$ cat src/logic/mover_pkg.sv
// ----------------------------------------------------------------------
// block mover command side types
// widths, command word, status word and the FSM state encoding
// shared by the mover control and datapath blocks
// ----------------------------------------------------------------------
package mover_pkg;

	// ------------------------------------------------------------------
	// widths
	// ------------------------------------------------------------------
	localparam int ADDR_W    = 9;  // dram word address
	localparam int LEN_W     = 6;  // length / word count
	localparam int SECTION_N = 4;  // lsab sections
	localparam int DRAM_N    = 2;  // dram ports, one access bit each

	typedef logic [ADDR_W-1:0]            addr_t;
	typedef logic [LEN_W-1:0]             len_t;
	typedef logic [$clog2(SECTION_N)-1:0] section_t;
	typedef logic [DRAM_N-1:0]            dram_sel_t;

	// ------------------------------------------------------------------
	// command and status words
	// ------------------------------------------------------------------
	typedef struct packed {
		addr_t     start_addr;  // first word wanted, any alignment
		len_t      count_req;   // words minus one
		section_t  section;     // destination lsab section
		dram_sel_t dram_sel;    // which dram port(s) to hit
	} move_cmd_t;               // 19 bits

	typedef struct packed {
		len_t count_sent;       // words written to lsab
		logic abrupt_stop;      // ended on full or error
		logic device_error;     // ended on error only
	} move_status_t;            // 8 bits

	// ------------------------------------------------------------------
	// fsm states
	// ------------------------------------------------------------------
	typedef enum logic [1:0] {
		IDLE,   // waiting for issue
		READ,   // one request per cycle
		DRAIN   // requests done, data still in flight
	} mover_state_e;

endpackage

$ cat src/logic/mem_bus_pkg.sv
// ----------------------------------------------------------------------
// memory side bus types
// MCU read request/response and LSAB write port of the block mover
// ----------------------------------------------------------------------
package mem_bus_pkg;

	localparam int DATA_W = 16;  // dram word

	typedef logic [DATA_W-1:0] data_t;

	// ------------------------------------------------------------------
	// mcu read port
	// ------------------------------------------------------------------
	typedef struct packed {
		mover_pkg::dram_sel_t access;   // per-port request, zero = idle
		mover_pkg::addr_t     address;  // word address
	} mcu_req_t;                        // 11 bits

	// data only, arrives at fixed latency so no valid bit
	typedef struct packed {
		data_t data;
	} mcu_rsp_t;

	// ------------------------------------------------------------------
	// lsab write port
	// ------------------------------------------------------------------
	typedef struct packed {
		logic                write;    // one cycle strobe
		mover_pkg::section_t section;  // target section
		data_t               data;     // word to store
	} lsab_wr_t;                       // 19 bits

endpackage

$ cat src/logic/block_mover_top.sv
// ----------------------------------------------------------------------
// DRAM to LSAB block mover
// control FSM, MCU read issuer, latency-matched LSAB writer and drain
// timer; MCU latency is set here and handed to the timed blocks
// ----------------------------------------------------------------------
`timescale 1ns/100ps

module block_mover_top #(
	parameter int MCU_LATENCY = 3   // request to data, 2..6
) (
	input  logic                            CLK,
	input  logic                            RST,
	// command port
	input  mover_pkg::move_cmd_t            cmd,
	input  logic                            issue,
	output logic                            working,
	output mover_pkg::move_status_t         status,
	// mcu
	output mem_bus_pkg::mcu_req_t           mcu_req,
	input  mem_bus_pkg::mcu_rsp_t           mcu_rsp,
	// lsab
	input  logic [mover_pkg::SECTION_N-1:0] lsab_full,
	input  logic [mover_pkg::SECTION_N-1:0] dev_err,
	output logic [mover_pkg::SECTION_N-1:0] dev_err_ack,
	output mem_bus_pkg::lsab_wr_t           lsab_wr
);

	logic                         read_en, drain_start, drain_done;
	logic                         accept, req_fire;
	mover_pkg::addr_t             start_addr;
	mover_pkg::section_t          section;
	mover_pkg::dram_sel_t         dram_sel;
	mover_pkg::move_status_t      fsm_status;   // flags only
	logic [mover_pkg::LEN_W-1:0]  count_sent;

	assign accept   = issue & ~working;             // same rule as the fsm
	assign req_fire = |mcu_req.access;              // request on the bus
	assign status   = '{count_sent: count_sent,
	                    abrupt_stop: fsm_status.abrupt_stop,
	                    device_error: fsm_status.device_error};

	// ------------------------------------------------------------------
	// control
	// ------------------------------------------------------------------
	mover_fsm u_fsm (
		.CLK         (CLK),
		.RST         (RST),
		.cmd         (cmd),
		.issue       (issue),
		.lsab_full   (lsab_full),
		.dev_err     (dev_err),
		.drain_done  (drain_done),
		.read_en     (read_en),
		.last_req    (),                        // not needed at this level
		.start_addr  (start_addr),
		.section     (section),
		.dram_sel    (dram_sel),
		.drain_start (drain_start),
		.working     (working),
		.dev_err_ack (dev_err_ack),
		.status      (fsm_status)
	);

	mover_drain_timer #(.MCU_LATENCY(MCU_LATENCY)) u_drain (
		.CLK         (CLK),
		.RST         (RST),
		.drain_start (drain_start),
		.drain_done  (drain_done)
	);

	// ------------------------------------------------------------------
	// datapath
	// ------------------------------------------------------------------
	mcu_read_issuer u_issuer (
		.CLK        (CLK),
		.RST        (RST),
		.read_en    (read_en),
		.start_addr (start_addr),
		.load       (accept),
		.dram_sel   (dram_sel),
		.mcu_req    (mcu_req)
	);

	lsab_writer #(.MCU_LATENCY(MCU_LATENCY)) u_writer (
		.CLK        (CLK),
		.RST        (RST),
		.req_fire   (req_fire),
		.clear      (accept),
		.section    (section),
		.mcu_rsp    (mcu_rsp),
		.lsab_wr    (lsab_wr),
		.count_sent (count_sent)
	);

endmodule

$ cat src/logic/lsab_writer.sv
// ----------------------------------------------------------------------
// LSAB write stage of the block mover
// carries each request strobe through a shift register as deep as the
// MCU latency and writes the returning word to the selected section,
// counting the words sent
// ----------------------------------------------------------------------
`timescale 1ns/100ps

module lsab_writer #(
	parameter int MCU_LATENCY = 3   // 2..6
) (
	input  logic                           CLK,
	input  logic                           RST,
	input  logic                           req_fire,    // request on the mcu bus
	input  logic                           clear,       // command accepted
	input  mover_pkg::section_t            section,
	input  mem_bus_pkg::mcu_rsp_t          mcu_rsp,
	output mem_bus_pkg::lsab_wr_t          lsab_wr,
	output logic [mover_pkg::LEN_W-1:0]    count_sent
);

	logic [MCU_LATENCY-1:0] fire_pipe_q;   // one bit per read in flight
	logic                   wr_now;

	// ------------------------------------------------------------------
	// latency pipe
	// ------------------------------------------------------------------
	// bit 0 is one cycle after the request, top bit lines up with data
	always_ff @(posedge CLK)
	begin
		if (!RST)
			fire_pipe_q <= '0;
		else
			fire_pipe_q <= {fire_pipe_q[MCU_LATENCY-2:0], req_fire};
	end

	assign wr_now = fire_pipe_q[MCU_LATENCY-1];  // data valid on mcu_rsp

	// response passes straight through, no extra cycle
	assign lsab_wr = '{write: wr_now, section: section, data: mcu_rsp.data};

	// ------------------------------------------------------------------
	// words sent
	// ------------------------------------------------------------------
	always_ff @(posedge CLK)
	begin
		if (!RST)
			count_sent <= '0;
		else if (clear)
			count_sent <= '0;               // fresh move
		else if (wr_now)
			count_sent <= count_sent + 1'b1;
	end

endmodule

$ cat src/logic/mcu_read_issuer.sv
// ----------------------------------------------------------------------
// MCU read request generator
// word address counter and registered request toward the MCU, one
// address per cycle while the FSM enables reads
// ----------------------------------------------------------------------
`timescale 1ns/100ps

module mcu_read_issuer (
	input  logic                  CLK,
	input  logic                  RST,
	input  logic                  read_en,     // request next cycle
	input  mover_pkg::addr_t      start_addr,  // already pair aligned
	input  logic                  load,        // command accepted
	input  mover_pkg::dram_sel_t  dram_sel,
	output mem_bus_pkg::mcu_req_t mcu_req
);

	mover_pkg::dram_sel_t access_q;   // registered with fsm state
	mover_pkg::addr_t     addr_q;
	logic                 issued_q;   // request on the bus this cycle

	// ------------------------------------------------------------------
	// request strobe
	// ------------------------------------------------------------------
	always_ff @(posedge CLK)
	begin
		if (!RST)
		begin
			access_q <= '0;
			issued_q <= 1'b0;
		end
		else
		begin
			access_q <= read_en ? dram_sel : '0;   // port gated by enable
			issued_q <= read_en;
		end
	end

	// ------------------------------------------------------------------
	// address counter
	// ------------------------------------------------------------------
	always_ff @(posedge CLK)
	begin
		if (load)
			addr_q <= start_addr;           // first request address
		else if (issued_q)
			addr_q <= addr_q + 1'b1;        // step past the one just sent
	end

	assign mcu_req = '{access: access_q, address: addr_q};

endmodule

$ cat src/logic/mover_drain_timer.sv
// ----------------------------------------------------------------------
// drain timer of the block mover
// counts out the MCU read latency after the final request so the busy
// phase ends right after the last LSAB write
// ----------------------------------------------------------------------
`timescale 1ns/100ps

module mover_drain_timer #(
	parameter int MCU_LATENCY = 3   // request to data, cycles
) (
	input  logic CLK,
	input  logic RST,
	input  logic drain_start,       // cycle of the last request
	output logic drain_done         // cycle of the last write
);

	localparam int CNT_W = $clog2(MCU_LATENCY + 1);

	logic [CNT_W-1:0] cnt_q;        // zero = idle

	// ------------------------------------------------------------------
	// down-counter
	// ------------------------------------------------------------------
	// window is MCU_LATENCY+1 cycles counting the start cycle itself,
	// so done lines up with the write of the final in-flight word
	always_ff @(posedge CLK)
	begin
		if (!RST)
			cnt_q <= '0;
		else if (drain_start)
			cnt_q <= CNT_W'(MCU_LATENCY);   // load full latency
		else if (cnt_q != '0)
			cnt_q <= cnt_q - 1'b1;          // tick down to idle
	end

	assign drain_done = (cnt_q == CNT_W'(1));  // expires next edge

	// ------------------------------------------------------------------
	// checks
	// ------------------------------------------------------------------
	// fsm must not restart a drain that is still counting
	a_start_when_idle: assert property (@(posedge CLK) disable iff (!RST)
		drain_start |-> (cnt_q == '0));

endmodule

$ cat src/logic/mover_fsm.sv
// ----------------------------------------------------------------------
// block mover control FSM
// accepts one move command at a time, aligns the length to word pairs,
// counts down the read requests, stops early on section full or device
// error and keeps the status flags and error acknowledge
// ----------------------------------------------------------------------
`timescale 1ns/100ps

module mover_fsm (
	input  logic                            CLK,
	input  logic                            RST,
	input  mover_pkg::move_cmd_t            cmd,
	input  logic                            issue,
	input  logic [mover_pkg::SECTION_N-1:0] lsab_full,
	input  logic [mover_pkg::SECTION_N-1:0] dev_err,
	input  logic                            drain_done,
	output logic                            read_en,
	output logic                            last_req,
	output mover_pkg::addr_t                start_addr,
	output mover_pkg::section_t             section,
	output mover_pkg::dram_sel_t            dram_sel,
	output logic                            drain_start,
	output logic                            working,
	output logic [mover_pkg::SECTION_N-1:0] dev_err_ack,
	output mover_pkg::move_status_t         status
);

	mover_pkg::mover_state_e       state_q, state_d;
	logic [mover_pkg::LEN_W:0]     rem_q;       // requests left after current one
	logic [mover_pkg::LEN_W:0]     rem_init;
	mover_pkg::addr_t              end_addr;    // last word wanted
	logic [mover_pkg::ADDR_W-2:0]  pair_diff;   // pairs spanned minus one
	mover_pkg::section_t           section_q;
	mover_pkg::dram_sel_t          sel_q;
	logic                          accept, in_read, full_sel, err_sel, stop;
	logic                          abrupt_q, dev_error_q;

	// ------------------------------------------------------------------
	// command decode and length alignment
	// ------------------------------------------------------------------
	assign working    = (state_q != mover_pkg::IDLE);
	assign accept     = issue && !working;                  // issue while busy dropped
	assign start_addr = {cmd.start_addr[mover_pkg::ADDR_W-1:1], 1'b0};  // even word
	assign end_addr   = cmd.start_addr + mover_pkg::ADDR_W'(cmd.count_req);
	assign pair_diff  = end_addr[mover_pkg::ADDR_W-1:1] - cmd.start_addr[mover_pkg::ADDR_W-1:1];
	assign rem_init   = {pair_diff[mover_pkg::LEN_W-1:0], 1'b1};  // aligned words minus one

	// sel must be live on the accept cycle, latched after
	assign dram_sel = working ? sel_q : cmd.dram_sel;
	assign section  = section_q;

	// ------------------------------------------------------------------
	// stop conditions and request enable
	// ------------------------------------------------------------------
	assign in_read     = (state_q == mover_pkg::READ);
	assign full_sel    = lsab_full[section_q];              // only our section counts
	assign err_sel     = dev_err[section_q];
	assign stop        = in_read && (full_sel || err_sel);
	assign last_req    = in_read && (rem_q == '0);          // bus holds final request
	assign read_en     = accept || (in_read && (rem_q != '0) && !stop);  // next cycle requests
	assign drain_start = in_read && !read_en;               // leaving READ

	always_comb
	begin
		state_d = state_q;
		unique case (state_q)
			mover_pkg::IDLE:
				if (accept)
					state_d = mover_pkg::READ;
			mover_pkg::READ:
				if (drain_start)
					state_d = mover_pkg::DRAIN;  // last request or stop
			mover_pkg::DRAIN:
				if (drain_done)
					state_d = mover_pkg::IDLE;   // final write just landed
			default:
				state_d = mover_pkg::IDLE;
		endcase
	end

	always_ff @(posedge CLK)
	begin
		if (!RST)
		begin
			state_q     <= mover_pkg::IDLE;
			rem_q       <= '0;
			abrupt_q    <= 1'b0;
			dev_error_q <= 1'b0;
			dev_err_ack <= '0;
		end
		else
		begin
			state_q     <= state_d;
			dev_err_ack <= '0;                          // pulse only
			if (accept)
			begin
				rem_q       <= rem_init;
				abrupt_q    <= 1'b0;                    // new move clears status
				dev_error_q <= 1'b0;
			end
			else if (in_read && read_en)
				rem_q <= rem_q - 1'b1;
			if (stop)
			begin
				abrupt_q    <= 1'b1;
				dev_error_q <= err_sel;
				dev_err_ack <= err_sel ? (mover_pkg::SECTION_N'(1) << section_q) : '0;
			end
		end
	end

	// command payload, held for the whole move
	always_ff @(posedge CLK)
	begin
		if (accept)
		begin
			section_q <= cmd.section;
			sel_q     <= cmd.dram_sel;
		end
	end

	assign status = '{count_sent: '0, abrupt_stop: abrupt_q, device_error: dev_error_q};

	// ------------------------------------------------------------------
	// checks
	// ------------------------------------------------------------------
	// READ is only ever entered straight from an accepted command
	a_accept_idle_only: assert property (@(posedge CLK) disable iff (!RST)
		(in_read && $past(state_q) != mover_pkg::READ) |->
		$past(state_q == mover_pkg::IDLE && issue));

	a_no_read_drain: assert property (@(posedge CLK) disable iff (!RST)
		(state_q == mover_pkg::DRAIN) |-> (!read_en && !drain_start));

endmodule

$ cat config.mk
export PLATFORM = sky130hd
export DESIGN_NAME = block_mover_top
export DESIGN_NICKNAME = d
export VERILOG_FILES = /design/src/logic/mover_pkg.sv /design/src/logic/mem_bus_pkg.sv /design/src/logic/block_mover_top.sv /design/src/logic/lsab_writer.sv /design/src/logic/mcu_read_issuer.sv /design/src/logic/mover_drain_timer.sv /design/src/logic/mover_fsm.sv
export SDC_FILE = /design/constraint.sdc
export NUM_CORES = 1
export LEC_CHECK = 0
export ABC_AREA = 1
export BUFFER_PORTS_ARGS = -buffer_cell sky130_fd_sc_hd__buf_2
export CAP_MARGIN = 5
export CORE_ASPECT_RATIO = 1.1
export CORE_MARGIN = 3
export CORE_UTILIZATION = 45
export CTS_CLUSTER_DIAMETER = 100
export DETAILED_ROUTE_END_ITERATION = 6
export PLACE_DENSITY = 0.75
export REMOVE_ABC_BUFFERS = 1
export SETUP_SLACK_MARGIN = 0.02
export SLEW_MARGIN = 40
export SYNTH_ARGS = -nofsm -noshare
export SYNTH_HDL_FRONTEND = slang
export SYNTH_SLANG_ARGS = --single-unit
$ cat constraint.sdc
create_clock -name CLK -period 5.7 [get_ports CLK]
set_clock_uncertainty 0.1 [all_clocks]
set_input_delay 0.285 -clock CLK [delete_from_list [all_inputs] [get_ports CLK]]
set_output_delay 0.285 -clock CLK [all_outputs]
set_load 0.02 [all_outputs]
==> results.sh <==
export IMPL_status="complete, no violations"
export IMPL_startpoint_type="input port"
export IMPL_p_leak_nw=1.54
export IMPL_drt_wl_total_um=5460
export IMPL_clk_latency_ps=300
export IMPL_synth_most_common_cell="nand2_1"
export IMPL_synthCells=350
export IMPL_netlist_top_cells_count="86 x nand2_1, 48 x inv_1, 31 x nor2_1"
export IMPL_cts_buffers=5
export IMPL_synthFlopType="dfxtp_1"
export IMPL_cts_root_buf="clkbuf_8"
export IMPL_clockBufferDepth=2
export IMPL_p_clk_frac=0.227
export IMPL_grt_max_degree=18
export IMPL_rsz0062_at_grt="false"
export IMPL_vias=2267
export IMPL_antenna_cells=0
export IMPL_portBuffers=56
export IMPL_slew_limit_headroom=0.744
export IMPL_drtIter0Drc=111
export IMPL_crit_top_cell="nand2_1"
export IMPL_hold_buffers=0
export IMPL_rows=28
export IMPL_dp_slack_ps=3180
export IMPL_gp_congestion=0.863
export IMPL_synth_area_leaders="dfxtp_1 22%, edfxtp_1 13%, nand2_1 12%, ha_1 7.0%, inv_1 6.7%"
export IMPL_yosysTopAreaCell="dfxtp_1"
export IMPL_whs_ps=71.1
export IMPL_grt_overflow=0
export IMPL_worstPathCellList="buf_2 > ha_1 > nand2_1 > o21ai_0 > nand2_1 > nand2_1 > a21oi_1 > xnor2_1 > ha_1 > nand2_1 > inv_1 > nand3_1 > nand3_1 > inv_1 > nand2_1 > a21oi_1 > nor2_1 > nor2_1"
export IMPL_chipHeight_um=87.1
export IMPL_async_flop_share=0
export IMPL_drv_cap=0
export IMPL_antenna_found_initial=0
export IMPL_crit_type="input port to register"
export IMPL_dp_hpwl_um=4320
export IMPL_power_uw=888
export IMPL_hold_viol=0
export IMPL_fin_ws_ps=3470
export IMPL_die_w_um=79.8
export IMPL_cts_setup_buffers=0
export IMPL_htreeDepth=2
export IMPL_slowest_stage="ha_1"
export IMPL_post_cts_resized=0
export IMPL_cts_sinks=42
export IMPL_intPower_uw=552
export IMPL_grt_use_total=0.168
export IMPL_crit_family="adder cells"
export IMPL_finalSetupViolCount=0
export IMPL_combPwrFrac=0.345
export IMPL_cts_tree="built"
export IMPL_synth_distinct_cells=41
export IMPL_grt_pass1_vias=2193
export IMPL_power_frac_seq=0.428
export IMPL_max_freq_mhz=448
export IMPL_fin_cells=467
export IMPL_period_needed_ps=2230
export IMPL_yosysSeqAreaShare=0.357
export IMPL_design_core_area_um2=5570
export IMPL_timing_final_crit_share=0.391
export IMPL_ant_nets=0
export IMPL_final_nets=454
export IMPL_power_density_nw_per_um2=299
export IMPL_initial_core_util=0.483
export IMPL_synth_top_area_frac=0.223
export IMPL_switching_power_uw=336
export IMPL_avgSynthCellArea_um2=7.69
export IMPL_dieArea_um2=6950
export IMPL_utilization=0.533
export IMPL_io_pins=89
export IMPL_ys_warn_count=0
export IMPL_dp_cells=459
export IMPL_grt_pass1_wl_um=9360
export IMPL_switching_share=0.378
export IMPL_ys_ff_latch=42
export IMPL_wire_per_inst_um=11.7
export IMPL_placedInstanceArea_um2=2880
export IMPL_max_stage_delay_ps=340
export IMPL_syn_area_um2=2690
export IMPL_ir_drop_v=0.000107
export IMPL_final_area_um2=2970
export IMPL_crit_path_end_kind="register"
export IMPL_synth_enable_flop_cells=12
export IMPL_drtPass1Iterations=4
export IMPL_crit_buf_inv=3
export IMPL_syn2layout_area_growth_pct=10.4
export IMPL_hold_class="input port to register"
export IMPL_setup_tns_ps=0
export IMPL_crit_required_ps=5840
export IMPL_clk_pin_slew_ps=80
export IMPL_drc_errors=0
export IMPL_crit_arrival_ps=2370
export IMPL_via_per_inst=4.85
export IMPL_cp_max_fo=4
export IMPL_worst_pin_slew_ps=382
export IMPL_slew_violations=0
export IMPL_drive_gt1_frac=0.230
[power groups by stage]
stage	Combinational (mW)	Sequential (mW)	Clock [mW]
2_1_floorplan	0.210	0.402	0
3_3_place_gp	0.294	0.384	0
3_5_place_dp	0.305	0.386	0
4_1_cts	0.308	0.380	0.205
5_1_grt	0.350	0.386	0.220
6_report	0.306	0.380	0.201
[placed cells by master, fill, tap and decap left out, types with 2 or more instances in the layout]
cell	n
a21oi_1	14
fa_1	2
buf_2	56
inv_6	2
inv_2	3
xnor2_1	4
clkbuf_8	5
inv_1	48
nor3_2	2
o21ai_1	6
ha_1	15
nand3_1	25
nand2_1	86
nor2_2	6
nor2_8	2
nor2_1	31
nor3_1	3
nand3_2	2
inv_4	3
edfxtp_1	12
mux2i_1	4
o21ai_0	12
dfxtp_1	30
xor2_1	3
[layer usage]
metal,share of wire,vias up,track usage
met3,0.082,10,0.0600
met2,0.46,70,0.279
met4,0.020,0,0.0676
li1,-,1169,-
met1,0.44,1018,0.194
met5,0,-,0.0231
[worst paths after layout]
check	endpoint	cells after the start	from	slack, ps
worst max-delay path	u_fsm.rem_q[6]	18	cmd[12]	3470
worst min-delay path	u_fsm.section[0]	1	cmd[2]	70
worst max register to register	u_issuer.addr_q[1]	4	u_fsm.state_q[1]	3930
worst min register to register	u_writer.fire_pipe_q[1]	2	u_writer.fire_pipe_q[0]	330
[cells by family (layout without fill, tap and decap cells)]
kind of cell | count (synthesis) | in the layout | share of synthesized area
AOI/OAI and AO/OA | 37 | 37 | 0.0739
xor gates and xnor gates | 7 | 7 | 0.0228
adders and majority gates | 17 | 17 | 0.0846
and+or+nand+nor | 166 | 166 | 0.297
DFF | 42 | 42 | 0.357
buffers and inverters | 77 | 119 | 0.150
muxes | 4 | 4 | 0.0149
[sequential cells by signal, indices dropped and copies added, names as in the netlist]
name / count
u_issuer.addr_q: 9
u_issuer.access_q: 2
u_drain.cnt_q: 2
u_fsm.section: 2
u_fsm.dev_error_q: 1
u_writer.count_sent: 6
u_fsm.dev_err_ack: 4
u_fsm.rem_q: 7
u_writer.fire_pipe_q: 3
u_issuer.issued_q: 1
u_fsm.state_q: 2
u_fsm.abrupt_q: 1
u_fsm.sel_q: 2
[cell type report]
class,instances,area [µm²]
clock buffer,5,68.8
clock inverter,3,23.8
sequential,42,961
fill,530,2600
tap,75,93.8
timing repair buffer,56,280
inverter,55,216
multi-input combinational,231,1330
(Power assumes the default switching activity.)
